--- config.mk ---
export PLATFORM = sky130hd
export DESIGN_NAME = cart_bus
export DESIGN_NICKNAME = d
export VERILOG_FILES = /design/src/hw/cart_pkg.sv /design/src/hw/cart_access.sv /design/src/hw/cart_bus.sv /design/src/hw/cart_decode.sv /design/src/hw/cart_translate.sv
export SDC_FILE = /design/constraint.sdc
export NUM_CORES = 1
export LEC_CHECK = 0
export BUFFER_PORTS_ARGS = -buffer_cell sky130_fd_sc_hd__buf_2
export CORE_ASPECT_RATIO = 0.75
export CORE_MARGIN = 5
export CORE_UTILIZATION = 52
export DETAILED_ROUTE_END_ITERATION = 16
export PLACE_DENSITY = 0.86
export SLEW_MARGIN = 0
export SYNTH_ARGS = -nofsm -noshare
export SYNTH_HDL_FRONTEND = slang
export SYNTH_SLANG_ARGS = --single-unit
--- constraint.sdc ---
create_clock -name mclk -period 4.1 [get_ports mclk]
set_clock_uncertainty 0.1 [all_clocks]
set_input_delay 0.82 -clock mclk [delete_from_list [all_inputs] [get_ports mclk]]
set_output_delay 0.82 -clock mclk [all_outputs]
set_load 0.1 [all_outputs]
--- src/hw/cart_pkg.sv ---
`default_nettype none

package cart_pkg;

	// ########################################
	// widths
	// ########################################
	localparam int cpu_addr_w   = 24;
	localparam int rom_addr_w   = 23;
	localparam int bsram_addr_w = 20;
	localparam int data_w       = 8;

	localparam logic [data_w-1:0] open_bus_value = 8'hff; // what an unmapped read returns

	// rom_type[1:0] selects the cartridge map
	localparam logic [1:0] map_lorom = 2'd0;
	localparam logic [1:0] map_hirom = 2'd1;

	// rom_type[7:4] names the coprocessor on the cartridge
	localparam logic [3:0] chip_sdd1 = 4'h5;
	localparam logic [3:0] chip_sa1  = 4'h6;
	localparam logic [3:0] chip_gsu  = 4'h7;

	typedef enum logic [1:0] {
		region_rom,
		region_bsram,
		region_open
	} region_t;

	// ########################################
	// stage payloads
	// ########################################
	typedef struct packed {
		logic              valid;
		logic              write;
		region_t           region;
		logic [7:0]        bank;
		logic [15:0]       offset;
		logic [data_w-1:0] wdata;
		logic              is_hirom;
	} cart_req_t;

	typedef struct packed {
		logic                  valid;
		logic                  write;
		region_t               region;
		logic [rom_addr_w-1:0] addr; // bsram addresses sit in the low bits
		logic [data_w-1:0]     wdata;
	} mem_req_t;

endpackage

`default_nettype wire

--- src/hw/cart_access.sv ---
`default_nettype none

module cart_access (
	input  logic                             mclk,
	input  logic                             arst_n,
	input  cart_pkg::mem_req_t               mreq,
	input  logic [cart_pkg::data_w-1:0]       rom_q,
	input  logic [cart_pkg::data_w-1:0]       bsram_q,
	output logic [cart_pkg::rom_addr_w-1:0]   rom_addr,
	output logic                             rom_ce_n,
	output logic                             rom_oe_n,
	output logic [cart_pkg::bsram_addr_w-1:0] bsram_addr,
	output logic [cart_pkg::data_w-1:0]       bsram_d,
	output logic                             bsram_ce_n,
	output logic                             bsram_oe_n,
	output logic                             bsram_we_n,
	output logic [cart_pkg::data_w-1:0]       prdata,
	output logic                             pready,
	output logic                             pslverr,
	output logic                             done
);
	import cart_pkg::*;

	logic    rom_rd;
	logic    ram_sel;
	logic    acc_valid;
	logic    acc_write;
	region_t acc_region;

	// ########################################
	// memory controls
	// ########################################
	// decoded straight off the stage 2 register so the memories sample them one edge later
	assign rom_rd  = mreq.valid && mreq.region == region_rom && !mreq.write;
	assign ram_sel = mreq.valid && mreq.region == region_bsram;

	assign rom_addr   = mreq.addr;
	assign rom_ce_n   = !rom_rd;
	assign rom_oe_n   = !rom_rd;
	assign bsram_addr = mreq.addr[bsram_addr_w-1:0];
	assign bsram_d    = mreq.wdata;
	assign bsram_ce_n = !ram_sel;
	assign bsram_oe_n = !(ram_sel && !mreq.write);
	assign bsram_we_n = !(ram_sel && mreq.write); // rom writes never reach a strobe

	// ########################################
	// response
	// ########################################
	always_ff @(posedge mclk or negedge arst_n) begin
		if (!arst_n) begin
			acc_valid <= 1'b0;
			pready    <= 1'b0;
			pslverr   <= 1'b0;
		end else begin
			acc_valid <= mreq.valid;
			pready    <= acc_valid;
			pslverr   <= acc_valid && acc_write && acc_region == region_rom;
		end
	end

	always_ff @(posedge mclk) begin
		acc_write  <= mreq.write;
		acc_region <= mreq.region;
		if (acc_valid) begin
			case (acc_region)
				region_rom:   prdata <= rom_q;
				region_bsram: prdata <= bsram_q;
				default:      prdata <= open_bus_value;
			endcase
		end
	end

	assign done = pready; // releases the decode stage for the next access phase

endmodule

`default_nettype wire

--- src/hw/cart_bus.sv ---
`default_nettype none

module cart_bus (
	input  logic                             mclk,
	input  logic                             arst_n,
	input  logic                             psel,
	input  logic                             penable,
	input  logic                             pwrite,
	input  logic [cart_pkg::cpu_addr_w-1:0]   paddr,
	input  logic [cart_pkg::data_w-1:0]       pwdata,
	output logic [cart_pkg::data_w-1:0]       prdata,
	output logic                             pready,
	output logic                             pslverr,
	input  logic [7:0]                       rom_type,
	input  logic [cart_pkg::rom_addr_w-1:0]   rom_mask,
	input  logic [cart_pkg::bsram_addr_w-1:0] ram_mask,
	output logic [cart_pkg::rom_addr_w-1:0]   rom_addr,
	output logic                             rom_ce_n,
	output logic                             rom_oe_n,
	input  logic [cart_pkg::data_w-1:0]       rom_q,
	output logic [cart_pkg::bsram_addr_w-1:0] bsram_addr,
	output logic [cart_pkg::data_w-1:0]       bsram_d,
	input  logic [cart_pkg::data_w-1:0]       bsram_q,
	output logic                             bsram_ce_n,
	output logic                             bsram_oe_n,
	output logic                             bsram_we_n,
	output logic                             gsu_active,
	output logic                             turbo_allow
);
	import cart_pkg::*;

	cart_req_t req;
	mem_req_t  mreq;
	logic      done;

	cart_decode cart_decode_inst (
		.mclk        (mclk),
		.arst_n      (arst_n),
		.psel        (psel),
		.penable     (penable),
		.pwrite      (pwrite),
		.paddr       (paddr),
		.pwdata      (pwdata),
		.rom_type    (rom_type),
		.done        (done),
		.req         (req),
		.gsu_active  (gsu_active),
		.turbo_allow (turbo_allow)
	);

	cart_translate cart_translate_inst (
		.mclk     (mclk),
		.arst_n   (arst_n),
		.req      (req),
		.rom_mask (rom_mask),
		.ram_mask (ram_mask),
		.mreq     (mreq)
	);

	cart_access cart_access_inst (
		.mclk       (mclk),
		.arst_n     (arst_n),
		.mreq       (mreq),
		.rom_q      (rom_q),
		.bsram_q    (bsram_q),
		.rom_addr   (rom_addr),
		.rom_ce_n   (rom_ce_n),
		.rom_oe_n   (rom_oe_n),
		.bsram_addr (bsram_addr),
		.bsram_d    (bsram_d),
		.bsram_ce_n (bsram_ce_n),
		.bsram_oe_n (bsram_oe_n),
		.bsram_we_n (bsram_we_n),
		.prdata     (prdata),
		.pready     (pready),
		.pslverr    (pslverr),
		.done       (done)
	);

endmodule

`default_nettype wire

--- src/hw/cart_decode.sv ---
`default_nettype none

module cart_decode (
	input  logic                           mclk,
	input  logic                           arst_n,
	input  logic                           psel,
	input  logic                           penable,
	input  logic                           pwrite,
	input  logic [cart_pkg::cpu_addr_w-1:0] paddr,
	input  logic [cart_pkg::data_w-1:0]     pwdata,
	input  logic [7:0]                     rom_type,
	input  logic                           done,
	output cart_pkg::cart_req_t            req,
	output logic                           gsu_active,
	output logic                           turbo_allow
);
	import cart_pkg::*;

	logic        busy;
	logic        capture;
	logic [7:0]  bank;
	logic [15:0] offset;
	logic        is_hirom;
	region_t     lorom_region;
	region_t     hirom_region;
	region_t     region;

	assign bank     = paddr[23:16];
	assign offset   = paddr[15:0];
	assign is_hirom = rom_type[1:0] == map_hirom;

	// the access phase is held until pready, so only its first edge is taken
	assign capture = psel && penable && !busy;

	always_comb begin
		if (offset[15])
			lorom_region = region_rom;
		else if (bank >= 8'h70 && bank <= 8'h7d)
			lorom_region = region_bsram;
		else
			lorom_region = region_open;
	end

	always_comb begin
		if (bank >= 8'hc0 || offset[15])
			hirom_region = region_rom;
		else if (bank[6:5] == 2'b01 && offset[15:13] == 3'b011) // banks 20-3f and a0-bf
			hirom_region = region_bsram;
		else
			hirom_region = region_open;
	end

	always_comb begin
		case (rom_type[1:0])
			map_hirom: region = hirom_region;
			map_lorom: region = lorom_region;
			default:   region = lorom_region; // unsupported maps fall back to lorom
		endcase
	end

	always_ff @(posedge mclk or negedge arst_n) begin
		if (!arst_n) begin
			req  <= '0;
			busy <= 1'b0;
		end else begin
			req.valid <= capture;
			if (capture) begin
				req.write    <= pwrite;
				req.region   <= region;
				req.bank     <= bank;
				req.offset   <= offset;
				req.wdata    <= pwdata;
				req.is_hirom <= is_hirom;
				busy         <= 1'b1;
			end else if (done) begin
				busy <= 1'b0;
			end
		end
	end

	// ########################################
	// coprocessor flags
	// ########################################
	always_ff @(posedge mclk or negedge arst_n) begin
		if (!arst_n) begin
			gsu_active  <= 1'b0;
			turbo_allow <= 1'b0;
		end else begin
			gsu_active  <= rom_type[7:4] == chip_gsu;
			turbo_allow <= !(rom_type[7:4] == chip_sa1 || rom_type[7:4] == chip_sdd1);
		end
	end

endmodule

`default_nettype wire

--- src/hw/cart_translate.sv ---
`default_nettype none

module cart_translate (
	input  logic                             mclk,
	input  logic                             arst_n,
	input  cart_pkg::cart_req_t              req,
	input  logic [cart_pkg::rom_addr_w-1:0]   rom_mask,
	input  logic [cart_pkg::bsram_addr_w-1:0] ram_mask,
	output cart_pkg::mem_req_t               mreq
);
	import cart_pkg::*;

	logic [rom_addr_w-1:0]   rom_phys;
	logic [bsram_addr_w-1:0] ram_phys;
	logic [rom_addr_w-1:0]   phys;

	always_comb begin
		if (req.is_hirom) begin
			rom_phys = rom_addr_w'({req.bank[5:0], req.offset});
			ram_phys = bsram_addr_w'({req.bank[4:0], req.offset[12:0]}); // 8k window per bank
		end else begin
			rom_phys = rom_addr_w'({req.bank[6:0], req.offset[14:0]});
			ram_phys = bsram_addr_w'({req.bank[3:0], req.offset[14:0]});
		end
	end

	// size masks fold addresses past the end of the chip back onto it
	always_comb begin
		if (req.region == region_rom)
			phys = rom_phys & rom_mask;
		else
			phys = {{(rom_addr_w-bsram_addr_w){1'b0}}, ram_phys & ram_mask};
	end

	always_ff @(posedge mclk or negedge arst_n) begin
		if (!arst_n) begin
			mreq <= '0;
		end else begin
			mreq.valid <= req.valid;
			if (req.valid) begin
				mreq.write  <= req.write;
				mreq.region <= req.region;
				mreq.addr   <= phys;
				mreq.wdata  <= req.wdata;
			end
		end
	end

endmodule

`default_nettype wire

After elaboration in Yosys (flattened, before gate mapping). Cells that the tools add are included.

RAM bits: 0. Output and inout port bits: 68. Memory bits (read-only): 0. Input bits: 104. Flip-flop bits (word level): 88. Latch bits: 0. Logic and storage cells: 69. Memories kept: 0.

Reduce and logical (&&, ||, !) cells: 24. Shift-type cells: 0. Bitwise operators: 2. Divide/modulo/power cells: 0. $lt $le $gt $ge: 3. Equality and inequality tests: 8. $add $sub $neg: 0. $mul: 0. Muxes and demuxes: 11.

Operator list (number): 22-bit by 23-bit AND with 23-bit output (1); 23-bit 2-to-1 mux (1); 22-bit 2-to-1 mux (1); 19-bit by 20-bit AND with 20-bit output (1); 19-bit 2-to-1 mux (1); 8-bit one-hot mux with 2 select lines (1); 4-bit by 3-bit equality test with 1-bit output (second input constant) (3); 1-bit logical AND (11); 2-bit 2-to-1 mux (5); 2-bit by 1-bit equality test with 1-bit output (second input constant) (4); 8-bit by 7-bit greater-or-equal comparator with 1-bit output (second input constant) (1); 8-bit greater-or-equal comparator (second input constant) (1); 8-bit by 7-bit less-or-equal comparator with 1-bit output (second input constant) (1); 1-bit logical NOT (7); 2-bit logical NOT (3); 3-bit by 2-bit equality test with 1-bit output (second input constant) (1); 1-bit logical OR (2); 1-bit 2-to-1 mux (2); 2-bit nonzero test (1).

Logic depth before layout (Yosys ltp).
Depth in word-level cells: 5. Depth in mapped cells: 6. Gate-level depth less buffers: 4.

Cells and area by module. From an unflattened synthesis, not the netlist that was laid out.

Cells, all modules: 335. Area total of the unflattened synthesis: 4275.4 um2.

Modules (own cells, without submodules): cart_translate (area each 1676.6 um2, cells each 144, instances 1, seq. area each 850.8 um2); cart_decode (area each 1640.3 um2, cells each 100, instances 1, seq. area each 1001.0 um2); cart_access (area each 958.4 um2, cells each 91, instances 1, seq. area each 375.4 um2).

Worst setup path before layout. No wires, ideal clock.

Path kind: flip-flop to output port. Start point: reg cart_translate_inst.mreq[32] (netlist name). End point: out bsram_oe_n. Cell stages (with the launch flop): 3. Arrival: 2.050 ns. Path buffers: 0. Slack: 1.130 ns. Required time: 3.180 ns. Path through: dfrtp_1 nand3b_1 or2_2.

Cells in the longest elaborated chain, start to end: 4.

RTL lines: 2-bit by 1-bit equality test with 1-bit output (line cart_access.sv:35) `assign ram_sel = mreq.valid && mreq.region == region_bsram;`; 1-bit logical AND (line cart_access.sv:35); 1-bit logical AND (line cart_access.sv:43) `assign bsram_oe_n = !(ram_sel && !mreq.write);`; 1-bit logical NOT (line cart_access.sv:43); end: declaration (line cart_bus.sv:25) `output logic bsram_oe_n,`.

Every way passes these cells.

Worst setup path in the final report.
Start point: reg cart_translate_inst.mreq[32] (netlist name). End point: out rom_oe_n.

Cells in the longest elaborated chain, start to end: 4.

RTL lines: 2-bit logical NOT (line cart_access.sv:34) `assign rom_rd = mreq.valid && mreq.region == region_rom && !mreq.write;`; 1-bit logical AND (2 in series) (line cart_access.sv:34); 1-bit logical NOT (line cart_access.sv:39) `assign rom_oe_n = !rom_rd;`; end: declaration (line cart_bus.sv:19) `output logic rom_oe_n,`.

Every way passes these cells.

==> reports/metrics.json <==
{
  "status": "complete, no violations",
  "largest_fanout_of_any_net_on_the_critical_path": 5,
  "timing.final.crit_period_ps": 2700,
  "cts_max_path_buffers": 2,
  "cts_hold_buffers": 0,
  "report.final.slew_viol_count": 0,
  "layout.nets": 613,
  "cts_resized": 0,
  "drive_above_1_share_pct": 39.5,
  "ctsHtreeMaxLevel": 3,
  "drc": 0,
  "final.period_utilization_pct": 65.9,
  "final-seq-area_mm2": 0.00220,
  "fmaxAchievable_mhz": 370,
  "synth_flop_cell": "dfrtp_1",
  "crit_slowest_cell": "or4b_2",
  "num_vias": 3097,
  "wl_per_cell_um": 14.8,
  "timing.critical_path.arrival_ps": 1780,
  "synth_cells": 404,
  "grt_pass1_wl_um": 14600,
  "crit_chain": "or4b_2, buf_2",
  "dpl.hpwl_um": 6610,
  "insertion_delay_ps": 340,
  "critical_path_class": "reg2out",
  "cts.clk_slew.worst_paths_ps": 80,
  "report.final.setup_viol": 0,
  "weighted_congestion_reported_at_the_end_of_routability_driven_placement": 0.789,
  "mappedNetlistArea_mm2": 0.00416,
  "max_slew.worst_pin.slew_ps": 1020,
  "die_h_um": 87.5,
  "detail_route.first_pass.iterations": 4,
  "antenna_violations_before_repair": 0,
  "yosys_warnings": 0,
  "total_of_flip_flops_plus_latches_after_synthesis": 87,
  "synth_fp_nets": 508,
  "relSlewSlack_pct": 32.0,
  "floorplan.core_area_mm2": 0.00785,
  "slowest_delay_ps": 700,
  "fillCellCount": 676,
  "cap_violations": 0,
  "clock_tree_from_tritoncts": "built",
  "synthDominantAreaCellType": "dfrtp_1",
  "crit_family": "simple AND/OR/NAND/NOR gates",
  "crit_path_end_kind": "output port",
  "timing.setup.tns_ps": 0,
  "port_buffers": 166,
  "floorplan.die_area_mm2": 0.00992,
  "clk_root_buffer_cell": "clkbuf_8",
  "grt_util_all_layers_pct": 18.6,
  "area_growth_pct": 15.9,
  "finalHoldViolations": 0,
  "postCtsSetupBuffers": 0,
  "grt-ovfl-total": 0,
  "numCtsBuffers": 9,
  "die-width_um": 113,
  "synth-edff-count": 8,
  "synth_top_area_share_pct": 45.7,
  "worst-path-buf-inv": 1,
  "floorplan.initialDensity_pct": 53.1,
  "rows": 28,
  "area_of_the_multi_input_gates_mm2": 0.00138,
  "pin_count_of_the_biggest_net_entering_global_routing": 77,
  "routed_via_density": 5.00,
  "synth_area_leaders": "dfrtp_1, buf_4, nand2_1",
  "synth_cell_type_count": 40,
  "synth.avg_cell_area_um2": 10.3,
  "drt-initial-drc-count": 165,
  "antenna-diode-count": 0,
  "routed_wirelength_um": 9140,
  "asyncSetResetFlopFracSynth_pct": 87.4,
  "boundary_pin_count": 172,
  "clock_sinks": 87,
  "number_of_global_route_vias_before_repair": 3080,
  "worstPathRequired_ps": 3180,
  "final_antenna_net_count": 0,
  "hold_path.class": "reg2reg",
  "worst_setup_path_start_kind": "flop",
  "rsz0062_at_grt": "false",
  "synth_seq_area_share_pct": 52.9
}
==> per-stage QoR <==
stage	instance area (um2)	utilization (%)	setup WS, ps	std cells	hold WS (ps)
final	4830	61.5	1400	619	319
after floorplan	4160	-	1130	404	249
after detailed placement	4620	58.8	1320	603	302
after global routing	4830	61.5	1340	619	351
after CTS	4830	61.5	1380	619	322
after global placement	4620	58.8	1380	603	295
==> cell usage in the layout (no fill, tap or decap), drive strengths merged, types with 2 or more instances in the layout <==
cell type / count
nor2: 7
nor2b: 10
edfxtp: 8
a221o: 2
a31oi: 7
o21ai: 7
bufinv: 2
nand2b: 4
clkinv: 3
nor3b: 3
nand3: 3
o2111ai: 2
and2: 2
mux2i: 16
buf: 166
a211o: 8
o22ai: 16
clkbuf: 10
inv: 18
a21oi: 6
dfxtp: 3
nand2: 100
mux2: 19
nand3b: 3
dfrtp: 76
nand4b: 3
==> registers in the layout, summed over array words and instances, names as in the netlist <==
register                      cells
cart_decode_inst.req             36
cart_decode_inst.turbo_allow      1
cart_access_inst.acc_region       2
cart_translate_inst.mreq         34
cart_decode_inst.busy             1
cart_access_inst.prdata           8
cart_access_inst.acc_write        1
cart_decode_inst.gsu_active       1
cart_access_inst.acc_valid        1
cart_access_inst.pslverr          1
cart_access_inst.done             1
==> layout make-up <==
| class | count | share of cell area [%] |
|---|---|---|
| Clock buffer | 10 | 2.64 |
| Clock inverter | 6 | 1.74 |
| Inverter | 18 | 1.40 |
| Multi-Input combinational cell | 227 | 28.6 |
| Sequential cell | 87 | 45.6 |
| Tap cell | 105 | 2.72 |
| Timing Repair Buffer | 166 | 17.3 |
==> synth_stat cells, types with 2 or more instances <==
cell and number:
o22ai_1 16, a21oi_1 6, a221o_1 2, nand2_1 100, nor2_1 6, buf_4 54
buf_1 4, mux2i_1 16, inv_1 17, buf_2 9, a31oi_1 7, nor3b_1 3
nor2b_1 10, dfrtp_1 76, o21ai_0 7, edfxtp_1 8, nand2b_1 4, nand3b_1 2
and2_1 2, mux2_2 18, o2111ai_1 2, nand3_1 3, buf_6 4, dfxtp_1 3
nand4b_1 3, a211o_1 8
==> layer usage <==
metal  GRT usage (%)  part of all wire (%)  vias up
met5               0                     0        -
met4            4.37                  0.61        0
met3            6.74                   8.6        7
met2            31.9                    48      111
met1            22.8                    42     1471
li1                -                     -     1508
==> cell families after synthesis <==
logic type | Yosys count | share of synthesized area, %
and+or+nand+nor | 141 | 15.6
buffers and inverters | 90 | 14.0
DFF | 87 | 52.9
AOI/OAI and AO/OA | 49 | 8.26
muxes | 35 | 8.98
xor gates and xnor gates | 1 | 0.210
other | 1 | 0.0901
==> worst paths after layout <==
path                                                     startpoint                                       end  slack (ps)  cells after the start
hold / removal               cart_translate_inst.mreq[34]$_DFF_PN0_      cart_access_inst.acc_valid$_DFF_PN0_         320                      0
setup reg to reg                  cart_decode_inst.busy$_DFFE_PN0P_      cart_decode_inst.req[25]$_DFFE_PN0P_        1930                      4
setup / recovery           cart_translate_inst.mreq[32]$_DFFE_PN0P_                                  rom_oe_n        1400                      2
min in group asynchronous                                    arst_n  cart_translate_inst.mreq[22]$_DFFE_PN0P_         510                      1
hold reg to reg              cart_translate_inst.mreq[34]$_DFF_PN0_      cart_access_inst.acc_valid$_DFF_PN0_         320                      0
max in group asynchronous                                    arst_n        cart_decode_inst.req[36]$_DFF_PN0_        2710                      1
Power is not shown: default switching activity piles up to over one toggle a cycle in this logic, so the estimate is an artifact.
